<file path="src/hw/cpu_macros.svh">
// cpu global constants
// word width, register count, reset pc and the halt opcode
// shared by the types package and the sequential blocks
`ifndef CPU_MACROS_SVH
`define CPU_MACROS_SVH

// data and address width
`define CPU_WORD_W 32

// architectural registers, r0 included
`define CPU_REG_CNT 32

// first fetch address after reset
`define CPU_PC_INIT 32'h0000_0000

// opcode that stops the core
`define CPU_HALT_OP 6'h3f

`endif

</file>
<file path="src/hw/cpu_types_pkg.sv">
// cpu types package
// word and field types, decoded opcode and funct codes,
// alu operations and the datapath mux selects
`include "cpu_macros.svh"

package cpu_types_pkg;

  typedef logic [`CPU_WORD_W-1:0] word_t;
  typedef logic [4:0] regbits_t;
  typedef logic [15:0] imm16_t;

  // opcodes the core understands
  typedef enum logic [5:0] {
    op_rtype = 6'h00,
    op_j     = 6'h02,
    op_jal   = 6'h03,
    op_beq   = 6'h04,
    op_bne   = 6'h05,
    op_addi  = 6'h08,
    op_addiu = 6'h09,
    op_slti  = 6'h0a,
    op_sltiu = 6'h0b,
    op_andi  = 6'h0c,
    op_ori   = 6'h0d,
    op_xori  = 6'h0e,
    op_lui   = 6'h0f,
    op_lw    = 6'h23,
    op_sw    = 6'h2b,
    op_halt  = `CPU_HALT_OP
  } opcode_t;

  // r-type function field
  typedef enum logic [5:0] {
    fn_sll  = 6'h00,
    fn_srl  = 6'h02,
    fn_jr   = 6'h08,
    fn_add  = 6'h20,
    fn_addu = 6'h21,
    fn_sub  = 6'h22,
    fn_subu = 6'h23,
    fn_and  = 6'h24,
    fn_or   = 6'h25,
    fn_xor  = 6'h26,
    fn_nor  = 6'h27,
    fn_slt  = 6'h2a,
    fn_sltu = 6'h2b
  } funct_t;

  typedef enum logic [3:0] {
    alu_sll, alu_srl, alu_add, alu_sub, alu_and,
    alu_or, alu_xor, alu_nor, alu_slt, alu_sltu
  } aluop_t;

  // alu port b source
  typedef enum logic {src_reg, src_imm} alu_src_t;

  // register write destination, ra for jal
  typedef enum logic [1:0] {dest_rd, dest_rt, dest_ra} reg_dest_t;

  // write-back source
  typedef enum logic [1:0] {wb_result, wb_npc, wb_dload, wb_lui} wb_sel_t;

  // next pc source
  typedef enum logic [1:0] {pc_seq, pc_branch, pc_jump, pc_jr} pc_src_t;

endpackage

</file>
<file path="src/hw/cpu_ifs.sv">
// internal cpu interfaces
// control_unit_if carries the instruction in and the decode out,
// register_file_if carries the two read ports and the write port
`timescale 1ns/1ps

interface control_unit_if import cpu_types_pkg::*; ();
  // inputs to decode
  word_t instruction;
  logic equal;

  // instruction fields
  regbits_t rs, rt, rd;
  imm16_t imm16;
  logic [25:0] jump_addr;

  // datapath controls
  aluop_t alu_op;
  alu_src_t alu_src;
  reg_dest_t reg_dest;
  wb_sel_t wb_sel;
  pc_src_t pc_src;
  logic extend;
  logic reg_wen;

  // memory and halt requests
  logic i_ren, d_ren, d_wen, halt;

  modport control_unit (
    input instruction, equal,
    output rs, rt, rd, imm16, jump_addr,
    output alu_op, alu_src, reg_dest, wb_sel, pc_src, extend, reg_wen,
    output i_ren, d_ren, d_wen, halt
  );

  modport datapath (
    output instruction, equal,
    input rs, rt, rd, imm16, jump_addr,
    input alu_op, alu_src, reg_dest, wb_sel, pc_src, extend, reg_wen,
    input i_ren, d_ren, d_wen, halt
  );
endinterface


</file>
<file path="src/hw/control_unit.sv">
// control unit
// slices the instruction into fields and decodes opcode and funct
// into mux selects, alu op, enables and the next pc source
`timescale 1ns/1ps

module control_unit import cpu_types_pkg::*; (
  control_unit_if.control_unit cu
);

  opcode_t opcode;
  funct_t funct;
  pc_src_t pc_src_dec;
  logic is_beq, is_bne;

  assign opcode = opcode_t'(cu.instruction[31:26]);
  assign funct  = funct_t'(cu.instruction[5:0]);

  // field slicing
  assign cu.rs        = cu.instruction[25:21];
  assign cu.rt        = cu.instruction[20:16];
  assign cu.rd        = cu.instruction[15:11];
  assign cu.imm16     = cu.instruction[15:0];
  assign cu.jump_addr = cu.instruction[25:0];

  // fetch is always wanted, halt is applied in the request unit
  assign cu.i_ren = 1'b1;

  always_comb begin
    // defaults decode as a no-op
    cu.alu_op   = alu_add;
    cu.alu_src  = src_reg;
    cu.reg_dest = dest_rd;
    cu.wb_sel   = wb_result;
    cu.extend   = 1'b1;
    cu.reg_wen  = 1'b0;
    cu.d_ren    = 1'b0;
    cu.d_wen    = 1'b0;
    cu.halt     = 1'b0;
    pc_src_dec  = pc_seq;
    is_beq      = 1'b0;
    is_bne      = 1'b0;

    case (opcode)
      op_rtype: begin
        cu.reg_wen = 1'b1;
        case (funct)
          fn_sll:          cu.alu_op = alu_sll;
          fn_srl:          cu.alu_op = alu_srl;
          fn_add, fn_addu: cu.alu_op = alu_add;
          fn_sub, fn_subu: cu.alu_op = alu_sub;
          fn_and:          cu.alu_op = alu_and;
          fn_or:           cu.alu_op = alu_or;
          fn_xor:          cu.alu_op = alu_xor;
          fn_nor:          cu.alu_op = alu_nor;
          fn_slt:          cu.alu_op = alu_slt;
          fn_sltu:         cu.alu_op = alu_sltu;
          fn_jr: begin
            cu.reg_wen = 1'b0;
            pc_src_dec = pc_jr;
          end
          // unknown funct, nothing written
          default:         cu.reg_wen = 1'b0;
        endcase
      end
      op_addi, op_addiu, op_slti, op_sltiu,
      op_andi, op_ori, op_xori: begin
        cu.alu_src  = src_imm;
        cu.reg_dest = dest_rt;
        cu.reg_wen  = 1'b1;
        case (opcode)
          op_slti:  cu.alu_op = alu_slt;
          op_sltiu: cu.alu_op = alu_sltu;
          op_andi:  cu.alu_op = alu_and;
          op_ori:   cu.alu_op = alu_or;
          op_xori:  cu.alu_op = alu_xor;
          default:  cu.alu_op = alu_add;
        endcase
        // logical immediates zero-extend
        cu.extend = !(opcode inside {op_andi, op_ori, op_xori});
      end
      op_lui: begin
        cu.reg_dest = dest_rt;
        cu.wb_sel   = wb_lui;
        cu.reg_wen  = 1'b1;
      end
      op_lw: begin
        cu.alu_src  = src_imm;
        cu.reg_dest = dest_rt;
        cu.wb_sel   = wb_dload;
        cu.reg_wen  = 1'b1;
        cu.d_ren    = 1'b1;
      end
      op_sw: begin
        // address = rs + imm, data = rt
        cu.alu_src = src_imm;
        cu.d_wen   = 1'b1;
      end
      op_beq, op_bne: begin
        // subtract, equal comes back as alu zero
        cu.alu_op = alu_sub;
        is_beq    = (opcode == op_beq);
        is_bne    = (opcode == op_bne);
      end
      op_j: pc_src_dec = pc_jump;
      op_jal: begin
        pc_src_dec  = pc_jump;
        cu.reg_dest = dest_ra;
        cu.wb_sel   = wb_npc;
        cu.reg_wen  = 1'b1;
      end
      op_halt: cu.halt = 1'b1;
      default: ;
    endcase
  end

  // branch resolution kept apart from decode, equal depends on alu_op
  assign cu.pc_src = ((is_beq && cu.equal) || (is_bne && !cu.equal)) ? pc_branch
                                                                     : pc_src_dec;

endmodule

</file>
<file path="src/flat_wrapper.sv">
// flat-port wrapper written by rule: the top's interface ports become plain ports
module control_unit_flat import cpu_types_pkg::*;
  (cu_instruction, cu_equal, cu_rs, cu_rt, cu_rd, cu_imm16, cu_jump_addr, cu_alu_op, cu_alu_src, cu_reg_dest, cu_wb_sel, cu_pc_src, cu_extend, cu_reg_wen, cu_i_ren, cu_d_ren, cu_d_wen, cu_halt);
  control_unit_if cu_i ();
  input wire logic [$bits(cu_i.instruction)-1:0] cu_instruction;
  input wire logic [$bits(cu_i.equal)-1:0] cu_equal;
  output wire logic [$bits(cu_i.rs)-1:0] cu_rs;
  output wire logic [$bits(cu_i.rt)-1:0] cu_rt;
  output wire logic [$bits(cu_i.rd)-1:0] cu_rd;
  output wire logic [$bits(cu_i.imm16)-1:0] cu_imm16;
  output wire logic [$bits(cu_i.jump_addr)-1:0] cu_jump_addr;
  output wire logic [$bits(cu_i.alu_op)-1:0] cu_alu_op;
  output wire logic [$bits(cu_i.alu_src)-1:0] cu_alu_src;
  output wire logic [$bits(cu_i.reg_dest)-1:0] cu_reg_dest;
  output wire logic [$bits(cu_i.wb_sel)-1:0] cu_wb_sel;
  output wire logic [$bits(cu_i.pc_src)-1:0] cu_pc_src;
  output wire logic [$bits(cu_i.extend)-1:0] cu_extend;
  output wire logic [$bits(cu_i.reg_wen)-1:0] cu_reg_wen;
  output wire logic [$bits(cu_i.i_ren)-1:0] cu_i_ren;
  output wire logic [$bits(cu_i.d_ren)-1:0] cu_d_ren;
  output wire logic [$bits(cu_i.d_wen)-1:0] cu_d_wen;
  output wire logic [$bits(cu_i.halt)-1:0] cu_halt;
  assign cu_i.instruction = cu_instruction;
  assign cu_i.equal = cu_equal;
  assign cu_rs = cu_i.rs;
  assign cu_rt = cu_i.rt;
  assign cu_rd = cu_i.rd;
  assign cu_imm16 = cu_i.imm16;
  assign cu_jump_addr = cu_i.jump_addr;
  assign cu_alu_op = cu_i.alu_op;
  assign cu_alu_src = cu_i.alu_src;
  assign cu_reg_dest = cu_i.reg_dest;
  assign cu_wb_sel = cu_i.wb_sel;
  assign cu_pc_src = cu_i.pc_src;
  assign cu_extend = cu_i.extend;
  assign cu_reg_wen = cu_i.reg_wen;
  assign cu_i_ren = cu_i.i_ren;
  assign cu_d_ren = cu_i.d_ren;
  assign cu_d_wen = cu_i.d_wen;
  assign cu_halt = cu_i.halt;
  control_unit u_core (.cu(cu_i));
endmodule
</file>
<file path="config.mk">
export PLATFORM = sky130hd
export DESIGN_NAME = control_unit_flat
export DESIGN_NICKNAME = d
export VERILOG_FILES = /design/src/hw/cpu_types_pkg.sv /design/src/hw/cpu_ifs.sv /design/src/hw/control_unit.sv /design/src/flat_wrapper.sv
export VERILOG_INCLUDE_DIRS = /design/src /design/src/hw
export SDC_FILE = /design/constraint.sdc
export NUM_CORES = 1
export LEC_CHECK = 0
export BUFFER_PORTS_ARGS = -buffer_cell sky130_fd_sc_hd__buf_2
export CAP_MARGIN = 10
export CELL_PAD_IN_SITES_DETAIL_PLACEMENT = 1
export CELL_PAD_IN_SITES_GLOBAL_PLACEMENT = 2
export CORE_AREA = 2 2 78 80
export DETAILED_ROUTE_END_ITERATION = 8
export DIE_AREA = 0 0 80 82
export PLACE_DENSITY_LB_ADDON = 0.3
export SYNTH_ARGS = -nofsm -noshare
export SYNTH_HDL_FRONTEND = slang
export SYNTH_SLANG_ARGS = --single-unit
export TNS_END_PERCENT = 10
</file>
<file path="constraint.sdc">
create_clock -name vclk -period 1.6
set_input_delay 0 -clock vclk [all_inputs]
set_output_delay 0 -clock vclk [all_outputs]
set_load 0.02 [all_outputs]
</file>
Yosys cells after proc, flatten, opt, wreduce, memory -nomap -nowiden
Cells that the tools add are included.
{"block": "totals", "register_bits": 0, "in_bits": 33, "output_inout_bits": 74, "word_cells": 60}
{"block": "op_classes", "n_eq_ne": 27, "n_mux": 17, "n_reduce_logical": 16}
{"operator": "6-bit == test (second input constant)", "n": 13}
{"operator": "6-bit by 4-bit == test with 1-bit output (second input constant)", "n": 9}
{"operator": "4-bit case mux with 9 select lines", "n": 1}
{"operator": "4-bit case mux with 5 select lines", "n": 1}
{"operator": "6-bit by 2-bit == test with 1-bit output (second input constant)", "n": 3}
{"operator": "9-bit OR reduction", "n": 2}
{"operator": "6-bit by 3-bit == test with 1-bit output (second input constant)", "n": 2}
{"operator": "6-bit zero test", "n": 2}
{"operator": "4-bit case mux with 3 select lines", "n": 1}
{"operator": "12-bit OR reduction", "n": 1}
{"operator": "10-bit OR reduction", "n": 1}
{"operator": "1-bit two-way mux", "n": 8}
{"operator": "2-bit case mux with 2 select lines", "n": 2}
{"operator": "7-bit OR reduction", "n": 1}
{"operator": "2-bit case mux with 3 select lines", "n": 1}
{"operator": "2-bit OR reduction", "n": 3}
{"operator": "2-bit two-way mux", "n": 2}
{"operator": "3-bit nonzero test", "n": 1}
{"operator": "1-bit logical AND", "n": 2}
{"operator": "1-bit zero test", "n": 2}
{"operator": "1-bit case mux with 2 select lines", "n": 1}
{"operator": "1-bit logical OR", "n": 1}

Longest topological paths before layout
Gate-level depths: netlist of the first run.
{"block": "logic_depth", "depth_word": 6, "mapped_depth": 5, "depth_no_buf": 4}

Worst setup path after synthesis of the first run
No wires, ideal clock.
{"block": "synth_timing", "kind": "input to output", "startpoint": "in cu_instruction[26]", "endpoint": "out cu_alu_op[3]", "arrival_ps": 1354, "required_time_ps": 1600, "slack_ps": 246, "cell_stages": 4, "n_path_buf": 1, "cell_sequence": "clkbuf_1 > nor2_1 > or4b_1 > a2111oi_2"}
{"block": "synth_via", "elab_chain_len": 3}
{"item": "from (decl)", "line_no": "flat_wrapper.sv:5", "rtl": "input wire logic [$bits(cu_i.instruction)-1:0] cu_instruction;"}
{"item": "6-bit by 4-bit == test with 1-bit output, or another cell as far along", "line_no": "control_unit.sv:43, control_unit.sv:70"}
{"item": "4-bit case mux with 5 select lines, or another cell as far along", "line_no": "control_unit.sv:70", "rtl": "case (opcode)"}
{"item": "4-bit case mux with 3 select lines (*)", "line_no": "control_unit.sv:43", "rtl": "case (opcode)"}
{"item": "to (decl)", "line_no": "flat_wrapper.sv:12", "rtl": "output wire logic [$bits(cu_i.alu_op)-1:0] cu_alu_op;"}
Every way passes the cells marked *; elsewhere a longest branch is shown, timed or not.

Worst setup path after layout of the first run
{"block": "layout_timing", "startpoint": "in cu_instruction[3]", "endpoint": "out cu_pc_src[1]"}
{"block": "layout_via", "elab_chain_len": 4}
{"item": "6-bit by 4-bit == test with 1-bit output", "line_no": "control_unit.sv:46", "rtl": "case (funct)"}
{"item": "2-bit two-way mux", "line_no": "control_unit.sv:46"}
{"item": "2-bit case mux with 2 select lines", "line_no": "control_unit.sv:43"}
{"item": "2-bit two-way mux", "line_no": "control_unit.sv:117", "rtl": "assign cu.pc_src = ((is_beq && cu.equal) || (is_bne && !cu.equal)) ? pc_branch"}
{"item": "to (decl)", "line_no": "flat_wrapper.sv:16", "rtl": "output wire logic [$bits(cu_i.pc_src)-1:0] cu_pc_src;"}
No other way between the ends.

==> results.sh, run 1 <==
export IMPL_synth_simple_gate_area_share_pct=25.4
export IMPL_start_util_pct=14.3
export IMPL_max_freq_ghz=0.683
export IMPL_outcome="completed"
export IMPL_critPathRequiredTime_ns=1.60
export IMPL_die_h_um=82
export IMPL_swShare_pct=65.9
export IMPL_ctsHoldBuffers=0
export IMPL_antenna_found_initial=0
export IMPL_synth_top_family_by_area="buffers and inverters"
export IMPL_critical_path_endpoint_type="output port"
export IMPL_totalWireLength_mm=2.21
export IMPL_synth_area_top_cells="buf_4 53%, nor2_1 5.5%, nand2_1 3.2%"
export IMPL_p_comb_share_pct=100.0
export IMPL_power_switching_mw=0.112
export IMPL_ir_drop_mv=0.0635
export IMPL_ys_top_cells_by_count="58 x buf_4, 12 x nor2_1, 7 x nand2_1, 5 x clkbuf_1, 5 x nand3_1"
export IMPL_grt_pass1_wl_mm=3.39
export IMPL_grt_ovfl_total=0
export IMPL_synth_area_um2=823
export IMPL_p_seq_share_pct=0
export IMPL_routed_via_density=3.61
export IMPL_nNetsFinal=140
export IMPL_finalSetupTns_ns=0
export IMPL_num_clock_buffers=0
export IMPL_synth_xor_area_share_pct=1.06
export IMPL_netlist_instances=126
export IMPL_n_antenna_cell=0
export IMPL_grt_pass1_vias=680
export IMPL_register_area_um2=0
export IMPL_first_iter_violations=7
export IMPL_maxCapViolCount=0
export IMPL_powerDensity_nw_per_um2=244
export IMPL_p_leak_nw=0.309
export IMPL_min_path_type="in -> out"
export IMPL_first_pass_iters=2
export IMPL_yosysTopAreaCell="buf_4"
export IMPL_setup_viol=0
export IMPL_post_cts_setup_buffers=0
export IMPL_finalCritPeriodShare_pct=91.5
export IMPL_dpl_worst_slack_ns=0.0643
export IMPL_die_x_um=80
export IMPL_timing_hold_ws_ns=0.0000138
export IMPL_ys_warnings_count=0
export IMPL_power_internal_mw=0.0583
export IMPL_critPathLaunchType="input port"
export IMPL_drc=0
export IMPL_io_buffers=41
export IMPL_synth_adder_area_share_pct=0
export IMPL_wl_per_cell_um=12.3
export IMPL_drive_above_1_share_pct=44.8
export IMPL_critPathMaxFanout=8
export IMPL_synthesis_nets=159
export IMPL_rsz0062_at_grt="false"
export IMPL_seq_cell_count=0
export IMPL_die_area_um2=6560
export IMPL_critPathArrivalTime_ns=1.46
export IMPL_hold_viol_final=0
export IMPL_pwr_share_clk_pct=0
export IMPL_core_rowCount=28
export IMPL_yosysSeqAreaShare_pct=0
export IMPL_layout_setup_ws_ns=0.135
export IMPL_critPathKind="in -> out"
export IMPL_gp_congestion=0.694
export IMPL_synth_compound_area_share_pct=15.2
export IMPL_area_growth_pct=-15.0
export IMPL_syn_area_per_cell_um2=6.53
export IMPL_muxShareOfSynthArea_pct=1.22
export IMPL_ant_nets=0
export IMPL_grt_max_degree=13
export IMPL_coreArea_um2=5750
export IMPL_synth_most_common_cell="buf_4"
export IMPL_dp_hpwl_mm=1.86
export IMPL_fin_crit_ns=1.46
export IMPL_grt_use_total_pct=6.24
export IMPL_slew_violations=0
export IMPL_yosysTopAreaCellShare_pct=52.9
export IMPL_ios=107
export IMPL_vias=650
export IMPL_synth_cell_types=31
critical path, stage by stage:
cell	delay, ns
buf_2	0.16
inv_1	0.08
or4b_1	0.56
or3_1	0.33
a21oi_1	0.17
buf_4	0.16
area by class of cell:
cell class                      instances  area [um2]
Inverter                                2        7.51
Multi-Input combinational cell         60         373
Fill cell                             742        5050
Tap cell                               75        93.8
Timing Repair Buffer                   43         225
placed cells by master (no fill, tap or decap), types with 2 or more instances in the layout:
master and n:
nor2b_1 2, nor2_1 12, a31oi_1 2, nor4_1 2
nand2_1 7, o22ai_1 2, inv_1 2, buf_2 39
o21ai_0 3, nand3_1 5, buf_4 4, nor3_1 3
nand2b_1 2, a21oi_1 3
cell families after synthesis:
| kind of cell | count (synthesis) |
|---|---|
| and+or+nand+nor | 40 |
| muxes | 1 |
| buffers and inverters | 66 |
| xor gates and xnor gates | 1 |
| AOI/OAI and AO/OA | 17 |
| other | 1 |
path summary, 6_finish.rpt:
kind,from,to,depth (start not counted)
setup / recovery,cu_instruction[3],cu_pc_src[1],6
hold / removal,cu_instruction[12],cu_imm16[12],0
power groups by stage:
stage          combinational (mW)  sequential [mW]  clock, mW
2_1_floorplan               0.289                0          0
3_3_place_gp                0.168                0          0
3_5_place_dp                0.170                0          0
4_1_cts                     0.170                0          0
5_1_grt                     0.187                0          0
6_report                    0.171                0          0
stage by stage:
step	instances	utilization, %	area [um2]	total power, mW
finish	180	12.2	699	0.171
global route	180	12.2	699	0.187
CTS	180	11.8	678	0.170
detailed placement	180	11.8	678	0.170
global placement	180	11.8	678	0.168
floorplan	126	-	823	0.289
what timing repair did:
action / 4_1_cts / 5_1_grt
resized for setup: 0 / 4
setup endpoints to repair: 0 / 2
endpoints found under the hold margin: 0 / 0
routing by layer:
layer / vias to the layer above / GRT usage [%] / part of all wire (%)
met3: 0 / 1.32 / 8.4
met5: - / 0 / 0
li1: 320 / - / -
met1: 298 / 7.60 / 45
met4: 0 / 0.847 / 0
met2: 32 / 11.5 / 47
Note: power is estimated with default switching activity, not from simulation.
==> run 2: changes to the inputs <==
--- a/config.mk
+++ b/config.mk
@@ -14,6 +14,8 @@
 export DETAILED_ROUTE_END_ITERATION = 8
 export DIE_AREA = 0 0 80 82
 export PLACE_DENSITY_LB_ADDON = 0.3
+export REMOVE_ABC_BUFFERS = 1
+export SKIP_LAST_GASP = 1
 export SYNTH_ARGS = -nofsm -noshare
 export SYNTH_HDL_FRONTEND = slang
 export SYNTH_SLANG_ARGS = --single-unit
==> run 2 against run 1 <==
  * Largest power group unchanged
  * First-iteration DRC count grew 86%
  * Final cell count increased by 2.2%
  * Worst setup slack got worse by 0.0046 ns
  * Core utilization increased by 0.48 points
  * Die area unchanged
==> results.sh, run 2 (synthesis gave the netlist of run 1 again) <==
export IMPL_outcome="completed"
export IMPL_pwr_share_clk_pct=0
export IMPL_report_power_total_mw=0.181
export IMPL_ant_nets=0
export IMPL_drc=0
export IMPL_die_x_um=80
export IMPL_critPathLaunchType="input port"
export IMPL_wl_per_cell_um=17.9
export IMPL_gp_congestion=0.800
export IMPL_num_clock_buffers=0
export IMPL_min_path_type="in -> out"
export IMPL_powerDensity_nw_per_um2=249
export IMPL_core_rowCount=28
export IMPL_timing_hold_ws_ns=0.000225
export IMPL_io_buffers=41
export IMPL_p_comb_share_pct=100.0
export IMPL_swShare_pct=64.4
export IMPL_hold_viol_final=0
export IMPL_slew_violations=0
export IMPL_final_common_cell="buf_2"
export IMPL_seq_cell_count=0
export IMPL_placed_cells=184
export IMPL_nFillCells=739
export IMPL_start_util_pct=14.3
export IMPL_finalSetupTns_ns=0
export IMPL_totalWireLength_mm=3.29
export IMPL_critPathMaxFanout=8
export IMPL_power_switching_mw=0.117
export IMPL_register_area_um2=0
export IMPL_setup_viol=0
export IMPL_area_growth_pct=-11.7
export IMPL_die_h_um=82
export IMPL_final_cell_mix="40 x buf_2, 12 x nor2_1, 7 x nand2_1, 7 x buf_4, 5 x nand3_1"
export IMPL_critPathArrivalTime_ns=1.47
export IMPL_fin_cells=184
export IMPL_critical_path_endpoint_type="output port"
export IMPL_fin_crit_ns=1.47
export IMPL_dp_hpwl_mm=2.79
export IMPL_nNetsFinal=144
export IMPL_post_cts_setup_buffers=0
export IMPL_finalCritPeriodShare_pct=91.8
export IMPL_final_area_um2=727
export IMPL_grt_pass1_wl_mm=4.52
export IMPL_ir_drop_mv=0.0357
export IMPL_grt_use_total_pct=9.15
export IMPL_critPathRequiredTime_ns=1.60
export IMPL_max_freq_ghz=0.681
export IMPL_grt_max_degree=13
export IMPL_p_leak_nw=0.329
export IMPL_die_area_um2=6560
export IMPL_n_antenna_cell=0
export IMPL_routed_via_density=4.15
export IMPL_vias=764
export IMPL_first_pass_iters=4
export IMPL_ios=107
export IMPL_power_internal_mw=0.0644
export IMPL_critPathKind="in -> out"
export IMPL_grt_pass1_vias=758
export IMPL_grt_ovfl_total=0
export IMPL_antenna_found_initial=0
export IMPL_maxCapViolCount=0
export IMPL_coreArea_um2=5750
export IMPL_p_seq_share_pct=0
export IMPL_first_iter_violations=13
export IMPL_drive_above_1_share_pct=46.8
export IMPL_rsz0062_at_grt="false"
export IMPL_place_area_um2=708
==> run 2: path summary, 6_finish.rpt <==
kind	startpoint	endpoint	depth (start not counted)
worst max-delay path	cu_instruction[2]	cu_alu_op[3]	6
worst min-delay path	cu_instruction[10]	cu_imm16[10]	0
==> run 2: what timing repair did <==
action	in CTS	in global routing
resized for setup	0	3
hold buffers	0	0
endpoints found under the setup margin	0	1
==> run 2: final cells by class <==
class,count,area (um2),area share (%)
multi-input cells,60,373,51.3
inverters,2,7.51,1.03
repair buffers,47,253,34.8
well taps,75,93.8,12.9
==> run 2: metal layers <==
layer	GRT usage [%]	part of all wire, %	vias up
met5	5.83	0	-
met4	0	0	0
met3	6.26	14	0
met2	11.3	40	61
met1	13.0	46	371
li1	-	-	332
==> run 2: metrics by stage <==
step                setup slack (ns)  utilization, %
floorplan                      0.269               -
global placement               0.120            12.3
detailed placement            0.0932            12.3
CTS                           0.0845            12.3
global route                  0.0339            12.7
finish                         0.131            12.7
==> run 2: critical path: stages <==
cell       delay [ns]
buf_2            0.16
nor2b_4          0.16
nand3_1          0.11
or4b_4           0.54
a2111oi_4        0.30
buf_4            0.20
==> run 2: power groups by stage <==
stage / sequential, mW / combinational (mW) / clock (mW)
after floorplan: 0 / 0.0627 / 0
after global placement: 0 / 0.178 / 0
after detailed placement: 0 / 0.180 / 0
after CTS: 0 / 0.181 / 0
after global routing: 0 / 0.198 / 0
final: 0 / 0.181 / 0
==> run 3: changes to the inputs <==
--- a/config.mk
+++ b/config.mk
@@ -15,6 +15,7 @@
 export DIE_AREA = 0 0 80 82
 export PLACE_DENSITY_LB_ADDON = 0.3
 export REMOVE_ABC_BUFFERS = 1
+export SETUP_SLACK_MARGIN = 0.15
 export SKIP_LAST_GASP = 1
 export SYNTH_ARGS = -nofsm -noshare
 export SYNTH_HDL_FRONTEND = slang
==> constraint.sdc (replaced) <==
create_clock -name vclk -period 1.7
set_input_delay 0 -clock vclk [all_inputs]
set_output_delay 0 -clock vclk [all_outputs]
set_load 0.02 [all_outputs]
==> run 3 against run 2 <==
  * Worst hold slack hardly changed
  * Count of clock-buffer cells in the layout stayed put
  * Power is 11% lower
  * First-iteration DRC count is 69% higher
  * Final cell count is 2.7% lower
  * Non-clock buffer count is 5 lower
==> results.sh, run 3 (synthesis gave the netlist of run 1 again) <==
export IMPL_ios=107
export IMPL_p_leak_nw=0.303
export IMPL_ctsHoldBuffers=0
export IMPL_critPathLaunchType="input port"
export IMPL_die_h_um=82
export IMPL_grt_ovfl_total=0
export IMPL_path_cells="buf_2 -> nor2b_4 -> nand3_1 -> or4b_1 -> a2111oi_4 -> buf_4"
export IMPL_final_area_um2=686
export IMPL_vias=751
export IMPL_register_area_um2=0
export IMPL_ant_nets=0
export IMPL_slowest_delay_ns=0.57
export IMPL_nFillCells=750
export IMPL_die_area_um2=6560
export IMPL_ir_drop_mv=0.0353
export IMPL_area_growth_pct=-16.7
export IMPL_io_buffers=41
export IMPL_critPathKind="in -> out"
export IMPL_min_path_type="in -> out"
export IMPL_critPathMaxFanout=8
export IMPL_drc=0
export IMPL_n_antenna_cell=0
export IMPL_nNetsFinal=139
export IMPL_slowest_stage="or4b_1"
export IMPL_gp_congestion=0.777
export IMPL_finalCritPeriodShare_pct=87.8
export IMPL_finalSetupTns_ns=0
export IMPL_antenna_found_initial=0
export IMPL_drive_above_1_share_pct=43.3
export IMPL_start_util_pct=14.3
export IMPL_grt_max_degree=13
export IMPL_routed_via_density=4.20
export IMPL_fin_crit_ns=1.49
export IMPL_max_freq_ghz=0.670
export IMPL_critPathRequiredTime_ns=1.70
export IMPL_powerDensity_nw_per_um2=236
export IMPL_worst_path_buf_inv=2
export IMPL_grt_use_total_pct=8.99
export IMPL_core_rowCount=28
export IMPL_slew_violations=0
export IMPL_critical_path_endpoint_type="output port"
export IMPL_place_area_um2=671
export IMPL_num_clock_buffers=0
export IMPL_dp_hpwl_mm=2.74
export IMPL_first_iter_violations=22
export IMPL_wl_per_cell_um=18.4
export IMPL_grt_pass1_wl_mm=4.42
export IMPL_totalWireLength_mm=3.30
export IMPL_critPathArrivalTime_ns=1.49
export IMPL_setup_viol=0
export IMPL_die_x_um=80
export IMPL_seq_cell_count=0
export IMPL_outcome="completed"
export IMPL_hold_viol_final=0
export IMPL_maxCapViolCount=0
export IMPL_multi_input_area_um2=369
export IMPL_final_common_cell="buf_2"
export IMPL_grt_pass1_vias=724
export IMPL_cp_top_family="simple AND/OR/NAND/NOR gates"
export IMPL_first_pass_iters=4
export IMPL_final_cell_mix="40 x buf_2, 12 x nor2_1, 7 x nand2_1"
export IMPL_coreArea_um2=5750
export IMPL_rsz0062_at_grt="false"
-- run 3: changes by cell type in the layout (fill, tap and decap cells not counted), sizes merged --
cell and change:
buf -5
-- run 3: final cells by class --
class | instances | area share (%)
timing repair buffer | 42 | 31.4
inverter | 2 | 1.09
multi-input combinational | 60 | 53.8
tap | 75 | 13.7
-- run 3: what timing repair did --
action,in CTS,in global routing
setup buffers,0,0
endpoints found under the setup margin,0,1
gates resized for setup,0,2
-- run 3: routing by layer --
metal  GRT usage, %  vias to the layer above  wire, um
met3           6.15                        2       457
met1           12.9                      374      1570
met5           5.83                        -         0
li1               -                      319         -
met4              0                        0         2
met2           10.9                       56      1270
-- run 3: final timing paths --
kind	startpoint	end	slack [ns]	cells after the start
worst max-delay path	cu_instruction[2]	cu_alu_op[3]	0.21	6
worst min-delay path	cu_instruction[13]	cu_imm16[13]	0.0002	0
-- run 3: stage by stage --
step	power [mW]	setup slack, ns	hold slack, ns	util [%]	cells
final	0.162	0.207	0.000198	11.9	179
after global routing	0.175	0.152	0.000216	11.9	179
after CTS	0.161	0.202	0.000296	11.7	179
after detailed placement	0.161	0.210	0.000296	11.7	179
after global placement	0.157	0.223	0.000296	11.7	179
after floorplan	0.0590	0.369	0	-	62
-- run 3: power by group --
group          total, mW  switching [mW]  leakage, nW  internal, mW
Sequential             0               0            0             0
Clock                  0               0            0             0
Combinational      0.162           0.109        0.303        0.0529
Total              0.162           0.109        0.303        0.0529
